## src/hdl/disp_pkg.sv

```systemverilog
// --------------------------------------------------
// shared widths, depths and types of the dispatch stage
// BR_TAG_NUM must be a power of two, tags wrap modulo
// CREDIT_W must hold the largest credit depth
// --------------------------------------------------

package disp_pkg;

  // --------------------------------------------------
  // sizes
  // --------------------------------------------------
  localparam int unsigned DISP_SIZE  = 2;
  localparam int unsigned BR_TAG_NUM = 4;

  localparam int unsigned ROB_SIZE   = 8;
  localparam int unsigned ALU_Q_SIZE = 4;
  localparam int unsigned LDQ_SIZE   = 4;
  localparam int unsigned STQ_SIZE   = 4;
  localparam int unsigned BRQ_SIZE   = 4;

  localparam int unsigned CREDIT_W   = 4;
  localparam int unsigned Q_NUM      = 5;

  // depth of each credit port, in q_sel_e order
  localparam int unsigned Q_DEPTH [Q_NUM] = '{ROB_SIZE, ALU_Q_SIZE, LDQ_SIZE, STQ_SIZE, BRQ_SIZE};

  // --------------------------------------------------
  // vector types
  // --------------------------------------------------
  typedef logic [CREDIT_W-1:0]             credit_t;
  typedef logic [$clog2(BR_TAG_NUM)-1:0]   brtag_t;
  typedef logic [BR_TAG_NUM-1:0]           brmask_t;
  typedef logic [$clog2(BR_TAG_NUM):0]     brcnt_t;
  typedef logic [15:0]                     inst_word_t;

  typedef enum logic [2:0] {
    NONE = 3'd0,
    ALU  = 3'd1,
    LD   = 3'd2,
    ST   = 3'd3,
    BR   = 3'd4
  } inst_cat_e;

  // credit port select, also the index of the return array
  typedef enum logic [2:0] {
    Q_ROB = 3'd0,
    Q_ALU = 3'd1,
    Q_LDQ = 3'd2,
    Q_STQ = 3'd3,
    Q_BRQ = 3'd4
  } q_sel_e;

  // --------------------------------------------------
  // bundles
  // --------------------------------------------------
  typedef struct packed {
    logic       valid;
    inst_cat_e  cat;
    inst_word_t word;
  } disp_inst_t;

  typedef struct packed {
    disp_inst_t [DISP_SIZE-1:0] inst;
  } disp_group_t;

  typedef struct packed {
    disp_inst_t inst;
    brtag_t     brtag;
    brmask_t    brmask;
  } tagged_inst_t;

  typedef struct packed {
    tagged_inst_t [DISP_SIZE-1:0] inst;
  } tagged_group_t;

  typedef struct packed {
    logic    valid;
    credit_t cnt;
  } credit_ret_t;

  typedef struct packed {
    logic    update;
    logic    mispredict;
    logic    dead;
    brtag_t  brtag;
    brmask_t br_mask;
  } br_upd_t;

endpackage

```

## src/hdl/brtag_alloc.sv

```systemverilog
// --------------------------------------------------
// branch tag allocation for one dispatch group
// tags are handed out round robin from the pointer
// the pointer is not rolled back on a mispredict
// --------------------------------------------------

module brtag_alloc (
  input  logic                    i_clk,
  input  logic                    i_reset_n,

  input  disp_pkg::disp_group_t   i_group,
  input  logic                    i_alloc,

  input  disp_pkg::br_upd_t       i_br_upd,
  input  logic                    i_commit_flush,

  output logic                    o_tag_ok,
  output disp_pkg::tagged_group_t o_group
);

  disp_pkg::brtag_t  r_tag_ptr;
  disp_pkg::brmask_t r_mask_valid;
  disp_pkg::brmask_t w_mask_next;

  disp_pkg::brcnt_t  w_free_cnt;
  disp_pkg::brcnt_t  w_br_cnt;

  disp_pkg::brtag_t  w_tag_chain  [disp_pkg::DISP_SIZE+1];
  disp_pkg::brmask_t w_mask_chain [disp_pkg::DISP_SIZE+1];
  logic              w_is_br      [disp_pkg::DISP_SIZE];

  // --------------------------------------------------
  // release of resolved and squashed branches
  // --------------------------------------------------
  always_comb begin
    w_mask_next = r_mask_valid;
    w_free_cnt  = '0;
    for (int b = 0; b < disp_pkg::BR_TAG_NUM; b++) begin
      // own tag resolved
      if (i_br_upd.update && (i_br_upd.brtag == disp_pkg::brtag_t'(b))) begin
        w_mask_next[b] = 1'b0;
      end
      // younger branches die with a live mispredict
      if (i_br_upd.update && i_br_upd.mispredict && !i_br_upd.dead &&
          !i_br_upd.br_mask[b]) begin
        w_mask_next[b] = 1'b0;
      end
      w_free_cnt = w_free_cnt + disp_pkg::brcnt_t'(!w_mask_next[b]);
    end
  end

  // --------------------------------------------------
  // tag and mask chain through the slots
  // --------------------------------------------------
  always_comb begin
    w_tag_chain[0]  = r_tag_ptr;
    w_mask_chain[0] = w_mask_next;
    w_br_cnt        = '0;
    for (int d = 0; d < disp_pkg::DISP_SIZE; d++) begin
      w_is_br[d] = i_group.inst[d].valid && (i_group.inst[d].cat == disp_pkg::BR);

      o_group.inst[d].inst   = i_group.inst[d];
      o_group.inst[d].brtag  = w_tag_chain[d];
      o_group.inst[d].brmask = w_mask_chain[d];

      if (w_is_br[d]) begin
        w_tag_chain[d+1]  = w_tag_chain[d] + disp_pkg::brtag_t'(1);
        w_mask_chain[d+1] = w_mask_chain[d] | (disp_pkg::brmask_t'(1) << w_tag_chain[d]);
        w_br_cnt          = w_br_cnt + disp_pkg::brcnt_t'(1);
      end else begin
        w_tag_chain[d+1]  = w_tag_chain[d];
        w_mask_chain[d+1] = w_mask_chain[d];
      end
    end
  end

  assign o_tag_ok = (w_br_cnt <= w_free_cnt);

  // --------------------------------------------------
  // pointer and live mask
  // --------------------------------------------------
  always_ff @(posedge i_clk, negedge i_reset_n) begin
    if (!i_reset_n) begin
      r_tag_ptr    <= '0;
      r_mask_valid <= '0;
    end else if (i_commit_flush) begin
      // pointer keeps counting across a flush
      r_mask_valid <= '0;
    end else if (i_alloc) begin
      r_tag_ptr    <= w_tag_chain[disp_pkg::DISP_SIZE];
      r_mask_valid <= w_mask_chain[disp_pkg::DISP_SIZE];
    end else begin
      r_mask_valid <= w_mask_next;
    end
  end

endmodule

```

## src/hdl/credit_counter.sv

```systemverilog
// --------------------------------------------------
// free entry count of one backend structure
// caller must never consume more than o_credits
// returns beyond MAX_CREDITS are not clipped
// --------------------------------------------------

module credit_counter #(
  parameter int unsigned MAX_CREDITS = 4
) (
  input  logic                   i_clk,
  input  logic                   i_reset_n,

  input  logic                   i_consume,
  input  disp_pkg::credit_t      i_consume_cnt,
  input  disp_pkg::credit_ret_t  i_ret,

  output disp_pkg::credit_t      o_credits
);

  disp_pkg::credit_t r_credits;
  disp_pkg::credit_t w_sub;
  disp_pkg::credit_t w_add;
  disp_pkg::credit_t w_credits_next;

  // --------------------------------------------------
  // per-cycle update
  // --------------------------------------------------
  always_comb begin
    w_sub = '0;
    w_add = '0;
    if (i_consume) begin
      w_sub = i_consume_cnt;
    end
    // returned entries join the count at the edge, usable next cycle
    if (i_ret.valid) begin
      w_add = i_ret.cnt;
    end
    w_credits_next = r_credits - w_sub + w_add;
  end

  always_ff @(posedge i_clk, negedge i_reset_n) begin
    if (!i_reset_n) begin
      r_credits <= disp_pkg::credit_t'(MAX_CREDITS);
    end else begin
      r_credits <= w_credits_next;
    end
  end

  assign o_credits = r_credits;

endmodule

```

## src/hdl/disp_group_buf.sv

```systemverilog
// --------------------------------------------------
// one-entry input buffer for a decoded group
// no transfer is accepted in a flush cycle
// --------------------------------------------------

module disp_group_buf (
  input  logic                  i_clk,
  input  logic                  i_reset_n,

  input  logic                  i_valid,
  input  disp_pkg::disp_group_t i_group,
  output logic                  o_ready,

  input  logic                  i_take,
  input  logic                  i_flush,

  output logic                  o_valid,
  output disp_pkg::disp_group_t o_group
);

  logic                  r_valid;
  disp_pkg::disp_group_t r_group;

  // room when empty or when the held group leaves this cycle
  assign o_ready = ~i_flush & (~r_valid | i_take);

  always_ff @(posedge i_clk, negedge i_reset_n) begin
    if (!i_reset_n) begin
      r_valid <= 1'b0;
    end else if (i_flush) begin
      r_valid <= 1'b0;
    end else if (o_ready) begin
      r_valid <= i_valid;
    end
  end

  // payload
  always_ff @(posedge i_clk) begin
    if (i_valid && o_ready) begin
      r_group <= i_group;
    end
  end

  assign o_valid = r_valid;
  assign o_group = r_group;

endmodule

```

## src/hdl/disp_out_stage.sv

```systemverilog
// --------------------------------------------------
// output register for the tagged group
// i_load is only raised while o_free is high
// --------------------------------------------------

module disp_out_stage (
  input  logic                    i_clk,
  input  logic                    i_reset_n,

  input  logic                    i_load,
  input  disp_pkg::tagged_group_t i_group,
  input  logic                    i_flush,
  output logic                    o_free,

  output logic                    o_valid,
  output disp_pkg::tagged_group_t o_group,
  input  logic                    i_ready
);

  logic                    r_valid;
  disp_pkg::tagged_group_t r_group;

  // empty, or the held group is read this cycle
  assign o_free = ~r_valid | i_ready;

  always_ff @(posedge i_clk, negedge i_reset_n) begin
    if (!i_reset_n) begin
      r_valid <= 1'b0;
    end else if (i_flush) begin
      r_valid <= 1'b0;
    end else if (i_load) begin
      r_valid <= 1'b1;
    end else if (i_ready) begin
      r_valid <= 1'b0;
    end
  end

  // held stable under back-pressure
  always_ff @(posedge i_clk) begin
    if (i_load) begin
      r_group <= i_group;
    end
  end

  assign o_valid = r_valid;
  assign o_group = r_group;

endmodule

```

## src/hdl/disp_top.sv

```systemverilog
// --------------------------------------------------
// dispatch resource allocation stage
// two cycles from input to output without a stall
// --------------------------------------------------

module disp_top (
  input  logic                    i_clk,
  input  logic                    i_reset_n,

  input  logic                    i_in_valid,
  input  disp_pkg::disp_group_t   i_in_group,
  output logic                    o_in_ready,

  output logic                    o_out_valid,
  output disp_pkg::tagged_group_t o_out_group,
  input  logic                    i_out_ready,

  input  disp_pkg::credit_ret_t [disp_pkg::Q_NUM-1:0] i_credit_ret,
  input  disp_pkg::br_upd_t       i_br_upd,
  input  logic                    i_commit_flush
);

  logic                    w_buf_valid;
  disp_pkg::disp_group_t   w_buf_group;
  logic                    w_take;
  logic                    w_flush;
  logic                    w_out_free;
  disp_pkg::tagged_group_t w_alloc_group;

  disp_group_buf u_group_buf (
    .i_clk     (i_clk),
    .i_reset_n (i_reset_n),
    .i_valid   (i_in_valid),
    .i_group   (i_in_group),
    .o_ready   (o_in_ready),
    .i_take    (w_take),
    .i_flush   (w_flush),
    .o_valid   (w_buf_valid),
    .o_group   (w_buf_group)
  );

  resource_alloc u_resource_alloc (
    .i_clk          (i_clk),
    .i_reset_n      (i_reset_n),
    .i_valid        (w_buf_valid),
    .i_group        (w_buf_group),
    .i_out_free     (w_out_free),
    .i_credit_ret   (i_credit_ret),
    .i_br_upd       (i_br_upd),
    .i_commit_flush (i_commit_flush),
    .o_take         (w_take),
    .o_flush        (w_flush),
    .o_group        (w_alloc_group)
  );

  disp_out_stage u_out_stage (
    .i_clk     (i_clk),
    .i_reset_n (i_reset_n),
    .i_load    (w_take),
    .i_group   (w_alloc_group),
    .i_flush   (w_flush),
    .o_free    (w_out_free),
    .o_valid   (o_out_valid),
    .o_group   (o_out_group),
    .i_ready   (i_out_ready)
  );

endmodule

```

## src/hdl/resource_alloc.sv

```systemverilog
// --------------------------------------------------
// backend credit check and dispatch decision
// a group fires only if every structure can take it whole
// no credits or tags are taken while a flush is active
// --------------------------------------------------

module resource_alloc (
  input  logic                    i_clk,
  input  logic                    i_reset_n,

  input  logic                    i_valid,
  input  disp_pkg::disp_group_t   i_group,
  input  logic                    i_out_free,

  input  disp_pkg::credit_ret_t [disp_pkg::Q_NUM-1:0] i_credit_ret,
  input  disp_pkg::br_upd_t       i_br_upd,
  input  logic                    i_commit_flush,

  output logic                    o_take,
  output logic                    o_flush,
  output disp_pkg::tagged_group_t o_group
);

  disp_pkg::credit_t [disp_pkg::Q_NUM-1:0] w_demand;
  disp_pkg::credit_t [disp_pkg::Q_NUM-1:0] w_credits;
  logic              [disp_pkg::Q_NUM-1:0] w_credit_ok;

  logic w_br_flush;
  logic w_tag_ok;
  logic w_fire;

  // --------------------------------------------------
  // flush sources
  // --------------------------------------------------
  assign w_br_flush = i_br_upd.update & i_br_upd.mispredict & ~i_br_upd.dead;
  assign o_flush    = i_commit_flush | w_br_flush;

  // --------------------------------------------------
  // demand of the buffered group
  // --------------------------------------------------
  always_comb begin
    w_demand = '0;
    for (int d = 0; d < disp_pkg::DISP_SIZE; d++) begin
      if (i_group.inst[d].valid) begin
        // one rob entry covers the whole group
        w_demand[disp_pkg::Q_ROB] = disp_pkg::credit_t'(1);
        case (i_group.inst[d].cat)
          disp_pkg::ALU: w_demand[disp_pkg::Q_ALU] = w_demand[disp_pkg::Q_ALU] + 1'b1;
          disp_pkg::LD:  w_demand[disp_pkg::Q_LDQ] = w_demand[disp_pkg::Q_LDQ] + 1'b1;
          disp_pkg::ST:  w_demand[disp_pkg::Q_STQ] = w_demand[disp_pkg::Q_STQ] + 1'b1;
          disp_pkg::BR:  w_demand[disp_pkg::Q_BRQ] = w_demand[disp_pkg::Q_BRQ] + 1'b1;
          default: ;
        endcase
      end
    end
  end

  // --------------------------------------------------
  // credit counters, one per backend structure
  // --------------------------------------------------
  for (genvar q = 0; q < disp_pkg::Q_NUM; q++) begin : g_credit
    credit_counter #(
      .MAX_CREDITS (disp_pkg::Q_DEPTH[q])
    ) u_credit (
      .i_clk         (i_clk),
      .i_reset_n     (i_reset_n),
      .i_consume     (w_fire),
      .i_consume_cnt (w_demand[q]),
      .i_ret         (i_credit_ret[q]),
      .o_credits     (w_credits[q])
    );

    assign w_credit_ok[q] = (w_demand[q] <= w_credits[q]);
  end

  // --------------------------------------------------
  // branch tags
  // --------------------------------------------------
  brtag_alloc u_brtag (
    .i_clk          (i_clk),
    .i_reset_n      (i_reset_n),
    .i_group        (i_group),
    .i_alloc        (w_fire),
    .i_br_upd       (i_br_upd),
    .i_commit_flush (i_commit_flush),
    .o_tag_ok       (w_tag_ok),
    .o_group        (o_group)
  );

  // dispatch decision
  assign w_fire = i_valid & i_out_free & (&w_credit_ok) & w_tag_ok & ~o_flush;
  assign o_take = w_fire;

endmodule

```

## config.mk

```make
export PLATFORM = sky130hd
export DESIGN_NAME = disp_top
export DESIGN_NICKNAME = d
export VERILOG_FILES = /design/src/hdl/disp_pkg.sv /design/src/hdl/brtag_alloc.sv /design/src/hdl/credit_counter.sv /design/src/hdl/disp_group_buf.sv /design/src/hdl/disp_out_stage.sv /design/src/hdl/disp_top.sv /design/src/hdl/resource_alloc.sv
export SDC_FILE = /design/constraint.sdc
export NUM_CORES = 1
export LEC_CHECK = 0
export ABC_AREA = 1
export BUFFER_PORTS_ARGS = -buffer_cell sky130_fd_sc_hd__buf_4
export CORE_MARGIN = 2
export CORE_UTILIZATION = 47
export DETAILED_ROUTE_END_ITERATION = 8
export GPL_ROUTABILITY_DRIVEN = 0
export PLACE_DENSITY = 0.71
export SLEW_MARGIN = 25
export SYNTH_ARGS = -nofsm -noshare
export SYNTH_HDL_FRONTEND = slang
export SYNTH_SLANG_ARGS = --single-unit
```

## constraint.sdc

```tcl
create_clock -name i_clk -period 5.4 [get_ports i_clk]
set_input_delay 0.54 -clock i_clk [delete_from_list [all_inputs] [get_ports i_clk]]
set_output_delay 0.54 -clock i_clk [all_outputs]
set_load 0.01 [all_outputs]
```

; ---- Word-level counts from Yosys, hierarchy flattened
; Cells that the tools add are included.
; Widths: inputs -> output; s select.
[word_totals]
reg_bits = 120
in_bits = 79
output_inout_bits = 54
wordCells = 149
[classes]
n_addsub = 20
order_cmp = 6
eq_ne = 11
shifts = 2
mux = 41
bitwise_logic = 17
n_reduce_logical = 27
[ops]
columns = operator, n
row1 = $mux 4, 18
row2 = $mux 20, 2
row3 = $add 4x4->4, 5
row4 = $le 4x4->1, 5
row5 = $sub 4x4->4, 5
row6 = $mux 1, 18
row7 = $add 4x1->4 const B, 4
row8 = $logic_and 1x1->1, 13
row9 = $eq 3x2->1 const B, 4
row10 = $logic_not 1->1, 9
row11 = $or 4x4->4, 2
row12 = $shl 1x2->4 const A, 2
row13 = $and 1x1->1, 7
row14 = $eq 3x1->1 const B, 2
row15 = $eq 3x3->1 const B, 2
row16 = $not 1->1, 5
row17 = $reduce_and 5->1, 1
row18 = $add 2x1->2 const B, 2
row19 = $eq 2x2->1 const B, 2
row20 = $mux 2, 2
row21 = $add 2x1->3, 1
row22 = $add 3x1->3, 1
row23 = $add 3x1->3 const B, 1
row24 = $le 3x3->1, 1
row25 = other kinds (8), 10

; ---- Logic depth before layout (Yosys ltp)
; Gate-level depths: netlist of the first run.
[logic_depth]
ltp_word = 15
ltp_mapped = 25
mapped_depth_nobuf = 24

; ---- Modules after synthesis
; A second synthesis of the first run with hierarchy kept.
[unflattened]
cells_unflattened = 662
area_unflattened_um2 = 6595.1
[modules_own_cells]
columns = mod, n_inst, cells_per_inst, area_per_inst_um2, seq_area_each_um2
row1 = credit_counter (u_resource_alloc.g_credit[1].u_credit ...), 4, 60, 416.6, 101.3
row2 = disp_out_stage, 1, 57, 1609.0, 1586.5
row3 = disp_group_buf, 1, 51, 1272.5, 1226.2
row4 = brtag_alloc, 1, 161, 1117.3, 150.1
row5 = resource_alloc, 1, 100, 550.5, 0.0
row6 = credit_counter (u_resource_alloc.g_credit[0].u_credit), 1, 53, 379.1, 101.3

; ---- Least setup slack after synthesis of the first run
; Ideal clock, no wire load.
[synth_timing]
path_kind = input-to-reg
from = in i_br_upd[7] (netlist name)
to = reg u_group_buf.r_group, in the netlist u_group_buf.o_group[0], enable pin
arrival_ns = 4.453
path_slack_ns = 0.510
cell_stages = 20
n_path_buf = 0
cell_sequence = nand2_2 nor2_4 nand2_1 nand3_1 inv_1 fa_1 inv_1 ha_1 ha_1 inv_1 ha_1 inv_1 o21bai_1 nand2_1 nand2_1 nor2_1 nand2_2 nand2_1 nand2_1 nor2_1
[synth_lines]
columns = element, line
row1 = start: declaration, disp_top.sv:19  ; input disp_pkg::br_upd_t i_br_upd,
row2 = end signal: assignment, disp_group_buf.sv:40  ; r_group <= i_group;
row3 = end: declaration, disp_group_buf.sv:22  ; disp_pkg::disp_group_t r_group;

==> summary.txt, run 1 <==
WL final = 10,870 um
most common flop cell mapped by yosys = edfxtp_1
outcome = complete, no violations
PortBufs = 132
critical path endpoint category = flip-flop
vias in the first global route = 3,678
Initial DRT Pass Iterations = 4
Setup crit start kind = input port
H-tree depth = 4
dominant cell type by area after synthesis = edfxtp_1
diodes inserted = 0
fin crit share = 80.97%
postcts setup bufs = 0
Async S/R FF share, synth = 23.33%
gr usage total = 17.73%
synthesized flop and latch total = 120
remaining antenna violation count = 0
share of the synthesized area in the top cell type = 49.11%
Cells after Synth = 460
Mapped Nets = 601
Iter 0 DRT Violations = 212
initial antenna violation count = 0
multi-input combinational cell area = 1782 um^2
Post-synth EDFFs = 92
actual slew at the worst max-slew pin = 643.3 ps
die span in x = 113.4 um
Max VDD drop = 0.2517 mV
gr ovfl total = 0
Fin. Hold Viols = 0
# IOs = 133
share of layout cells above drive strength 1 = 28.89%
Reg clk slew, reported paths = 60 ps
FP Rows = 39
yosys warns = 0
Worst EP arrival = 4660 ps
TNS Setup = 0 ps
# fillers = 879
DRC Markers = 0
total core area = 11,560 um^2
DPL Wire Length = 8109 um
routed via count = 3,675
max cap viols = 0
unique cell type count in the Yosys netlist = 27
Starting Density = 48.64%
Num CTS Buffers = 17
Avg Cell Area, Syn = 12.23 um^2
drt wl/cell = 14.19 um
CP Max Fanout = 21
Final setup viols = 0
RSZ-0062 raised after global routing = no
crit path kind = in -> reg
final design utilization = 63.86%
Max Root-Sink Buffers = 2
fin crit period = 4372 ps
DP Cell Count = 734
pwr dens = 439.2 nW/um^2
Synth Cell Area = 5625 um^2
final slew viol count = 0
first-pass GRT wire length = 17,180 um
Final Skew = 6.835 ps
# clock sinks = 120
post_cts resized = 0
largest net degree at the start of global routing = 30
top cells by count, synth = inv_1 (94), edfxtp_1 (92), nand2_1 (76), ha_1 (52), dfrtp_1 (23)
clock insertion delay at the later pin of the skew report = 410 ps
leak pwr = 3.444 nW
slew margin rel. = 57.01%
Min-Delay Path Class = in -> async
Max Clock Freq = 228.7 MHz
die height = 113.4 um
NumNets Final = 751
Synth area leaders = edfxtp_1 (49%), ha_1 (12%), dfrtp_1 (10%)
Die ar. = 12,860 um^2
Seq/Total Area, Yosys = 61.68%
Vias per Instance = 4.798
Tot Pwr = 3.244 mW
area grow syn2layout = 31.29%
clock root buffer = clkbuf_16
CTS tree = yes
WP data required = 5690 ps
register area = 3470 um^2
most numerous cell in the Yosys netlist = inv_1
fin cells = 766
# hold bufs at CTS = 0
==> layout by cell type (no fill, tap or decap), types with 2 or more instances in the layout <==
master / netlist / layout
o21ai_2: 2 / 2
clkinv_4: 0 / 2
nor2_1: 21 / 20
nor3_1: 4 / 4
o21bai_1: 4 / 4
a21oi_1: 10 / 10
xnor2_1: 10 / 10
fa_1: 10 / 10
nand2_2: 3 / 3
dfstp_2: 5 / 5
inv_6: 0 / 4
ha_1: 52 / 52
nand2_1: 76 / 76
nor2_4: 3 / 4
clkbuf_16: 0 / 17
dfrtp_1: 23 / 23
o211ai_1: 4 / 4
inv_1: 94 / 93
o21ai_0: 14 / 14
bufinv_16: 0 / 2
clkinvlp_4: 0 / 3
edfxtp_1: 92 / 92
xor2_1: 12 / 12
clkinv_1: 0 / 3
nand3_1: 12 / 12
buf_4: 1 / 134
==> worst max-delay path, cell delays in order <==
cell	delay [ps]
buf_4	110
nand2_2	60
nor2_4	150
nand2_1	70
nand3_1	140
inv_1	110
fa_1	540
inv_1	50
ha_1	190
ha_1	260
inv_1	40
ha_1	280
a21oi_1	150
nand2_1	70
nand2_1	70
nor2_1	40
nand2_2	350
nor2_1	130
fa_1	580
inv_1	60
ha_1	280
nand2_1	50
o21ai_0	220
xnor2_1	110
==> through the flow <==
stage	instance area [um^2]	setup WS, ps	hold WS (ps)
finish	7386	1028	55.98
global route	7386	629.8	67.26
CTS	7386	1036	50.93
detailed placement	6809	613.9	404.5
global placement	6809	830.6	400.4
floorplan	5625	509.9	244.4
==> power breakdown <==
group	total, mW	switching, mW	internal (mW)
combinational	0.893	0.480	0.413
clock	1.08	0.404	0.678
sequential	1.27	0.0743	1.19
total	3.24	0.959	2.29
==> kinds of logic after synthesis <==
logic type                 count (synthesis)  synth area share [%]
AOI/OAI and AO/OA                         36                 3.737
xor gates and xnor gates                  22                 3.425
adders and majority gates                 62                 15.12
buffers and inverters                     98                 6.784
DFF                                      120                 61.68
muxes                                      1                0.1779
and+or+nand+nor                          121                 9.075
==> per-layer routing <==
layer | GRT usage, % | share of wire (%) | vias up
li1 | - | - | 1807
met1 | 20.48 | 41 | 1735
met2 | 30.46 | 51 | 115
met3 | 5.792 | 6.1 | 18
met4 | 7.480 | 1.9 | 0
met5 | 0 | 0 | -
==> state kept, by name (all words and copies together) (netlist names) <==
name                                          flops
u_out_stage.o_group                              52
u_group_buf.o_group                              40
u_resource_alloc.g_credit.u_credit.o_credits     20
u_resource_alloc.u_brtag.r_mask_valid             4
u_resource_alloc.u_brtag.r_tag_ptr                2
u_group_buf.o_valid                               1
u_out_stage.o_valid                               1
==> path summary, 6_finish.rpt <==
| check | start | endpoint | slack [ps] | cells past startpoint |
|---|---|---|---|---|
| worst max-delay path | i_br_upd[8] | u_resource_alloc.g_credit[2].u_credit.o_credits[3] | 1030 | 24 |
| worst min-delay path | i_reset_n | u_out_stage.o_valid | 60 | 1 |
| worst max register to register | u_resource_alloc.u_brtag.r_mask_valid[0] | u_resource_alloc.g_credit[2].u_credit.o_credits[3] | 1180 | 20 |
| worst min register to register | u_group_buf.o_group[7] | u_out_stage.o_group[13] | 410 | 0 |
| max in group asynchronous | i_reset_n | u_resource_alloc.g_credit[1].u_credit.o_credits[2] | 5020 | 1 |
| min in group i_clk | i_in_group[35] | u_group_buf.o_group[35] | 300 | 1 |
==> area by class of cell <==
| cell class | instances | area share [%] |
|---|---|---|
| clock buffers | 17 | 5.760 |
| clock inverters | 15 | 2.050 |
| inverters | 94 | 4.777 |
| multi-input cells | 242 | 24.12 |
| flip-flops and latches | 120 | 46.98 |
| well taps | 143 | 2.423 |
| repair buffers | 135 | 13.89 |
Power figures use the tool's default switching activity.
==> run 2, diff against run 1 <==
- clock period: 5.4 -> 4.2 ns (I/O delays scaled with it)
==> summary.txt, run 2 (synthesized netlist as in run 1, its figures left out) <==
routed via count = 3,695
outcome = complete, no violations
Worst Setup SP = u_resource_alloc.u_brtag.r_mask_valid[0]
slew margin rel. = 73.52%
first-pass GRT wire length = 17,570 um
fin cells = 774
FF-to-FF setup slack = 260 ps
WP data required = 4530 ps
crit path kind = reg -> reg
# fillers = 855
CP max stage delay = 570 ps
DRC Markers = 0
Worst R2R End = u_resource_alloc.g_credit[4].u_credit.o_credits[3]
actual slew at the worst max-slew pin = 397.2 ps
Initial DRT Pass Iterations = 5
Setup crit start kind = flip-flop
Min-Delay Path Class = in -> reg
DPL Wire Length = 8086 um
R2R cell count = 21
Vias per Instance = 4.774
area grow syn2layout = 32.05%
H-tree depth = 4
max cap viols = 0
critical path cell sequence = nand3_1, inv_1, fa_1, inv_1, ha_1, ha_1, inv_1, ha_1, inv_1, o21bai_1, nand2_1, nand2_1, nor2_1, nand2_4, nor2_1, fa_1, inv_1, ha_1, nand2_1, o21ai_0, xor2_1
PortBufs = 132
WL final = 10,930 um
Iter 0 DRT Violations = 269
Max Clock Freq = 253.9 MHz
# IOs = 133
most common cell after layout, fill and taps aside = buf_4
pwr dens = 553.9 nW/um^2
clock root buffer = clkbuf_16
gr usage total = 17.92%
Fin. Hold Viols = 0
fin crit period = 3938 ps
CTS tree = yes
worst setup path endpoint = u_resource_alloc.g_credit[4].u_credit.o_credits[3]
total core area = 11,560 um^2
WHS = 187.3 ps
RSZ-0062 raised after global routing = no
drt wl/cell = 14.12 um
Max Root-Sink Buffers = 2
Reg clk slew, reported paths = 60 ps
postcts setup bufs = 0
Num CTS Buffers = 17
CP max stage cell = fa_1
gr ovfl total = 0
die height = 113.4 um
Tot Pwr = 4.114 mW
Final Skew = 7.122 ps
initial antenna violation count = 0
NumNets Final = 759
clock insertion delay at the later pin of the skew report = 410 ps
worst flop-to-flop path startpoint = u_resource_alloc.u_brtag.r_mask_valid[0]
CP Max Fanout = 11
DP Cell Count = 741
critical path endpoint category = flip-flop
leak pwr = 3.475 nW
diodes inserted = 0
CP dominant cell by count = inv_1
Worst EP arrival = 4270 ps
share of layout cells above drive strength 1 = 29.48%
remaining antenna violation count = 0
most frequent cells in the layout = buf_4 (140), inv_1 (93), edfxtp_1 (92), nand2_1 (76), ha_1 (52)
largest net degree at the start of global routing = 41
fin crit share = 93.77%
Starting Density = 48.64%
Largest register FFs = 52
Max VDD drop = 0.3088 mV
vias in the first global route = 3,755
Final setup viols = 0
FP Rows = 39
# clock sinks = 120
die span in x = 113.4 um
Die ar. = 12,860 um^2
final slew viol count = 0
==> run 2: cell types whose count changed in the layout (fill, tap and decap cells not counted) <==
cell	before	now
nand2_2	3	2
bufinv_16	2	1
buf_4	134	140
buf_12	1	2
clkinv_1	3	2
nand2_4	0	1
inv_6	4	1
clkbuf_1	0	2
dlygate4sd3_1	0	1
clkinv_2	1	4
==> run 2: what timing repair did <==
| item | 4_1_cts | 5_1_grt |
|---|---|---|
| setup endpoints to repair | 0 | 3 |
| hold buffers | 1 | 0 |
| hold endpoints to repair | 23 | 0 |
| resized for setup | 0 | 1 |
==> run 2: per-layer routing <==
layer  track usage (%)  share of wire [%]
met3             5.845                5.6
met1             21.19                 42
met4             6.016               0.81
met2             31.02                 51
met5                 0                  0
==> run 2: critical path, delay by kind of cell (launching register included) <==
kind,cells,cell delay (ps)
buf+inv,5,300
xor+xnor,1,180
fa+ha+maj,6,2130
compound gates,2,340
flops,1,360
simple gates,7,580
==> run 2: worst min path at each step <==
stage                                   to          start  cells after the start  slack, ps
floorplan              u_group_buf.o_valid      i_reset_n                      0        120
global placement       u_group_buf.o_valid      i_reset_n                      1        380
detailed placement     u_out_stage.o_valid      i_reset_n                      1        380
CTS                 u_group_buf.o_group[0]  i_in_group[0]                      1        170
global route        u_group_buf.o_group[4]  i_in_group[4]                      1        160
finish              u_group_buf.o_group[7]  i_in_group[7]                      1        190
==> run 2: power breakdown <==
| group | internal [mW] | switching, mW | leakage (nW) | total [mW] |
|---|---|---|---|---|
| sequential | 1.53 | 0.0940 | 1.18 | 1.63 |
| combinational | 0.545 | 0.632 | 2.03 | 1.18 |
| clock | 0.806 | 0.502 | 0.258 | 1.31 |
| total | 2.89 | 1.23 | 3.47 | 4.11 |
==> run 2: layout make-up <==
cell class / instances / area [um^2] / share of cell area (%)
Clock buffer: 19 / 432.9 / 5.828
Clock inverter: 13 / 106.4 / 1.432
Timing Repair Buffer: 143 / 1101 / 14.82
Tap cell: 143 / 178.9 / 2.409
Sequential cell: 120 / 3470 / 46.71
Inverter: 94 / 352.8 / 4.750
Multi-Input combinational cell: 242 / 1787 / 24.05
==> run 2: through the flow <==
step / utilization, % / setup TNS (ps) / worst slack [ps] / area, um^2
finish: 64.23 / 0 / 261.6 / 7428
global route: 64.23 / 0 / 4.265 / 7428
CTS: 64.19 / 0 / 175.9 / 7423
detailed placement: 59.44 / -1243 / -218.8 / 6874
global placement: 59.44 / 0 / 19.59 / 6874
floorplan: - / 0 / 79.97 / 5628
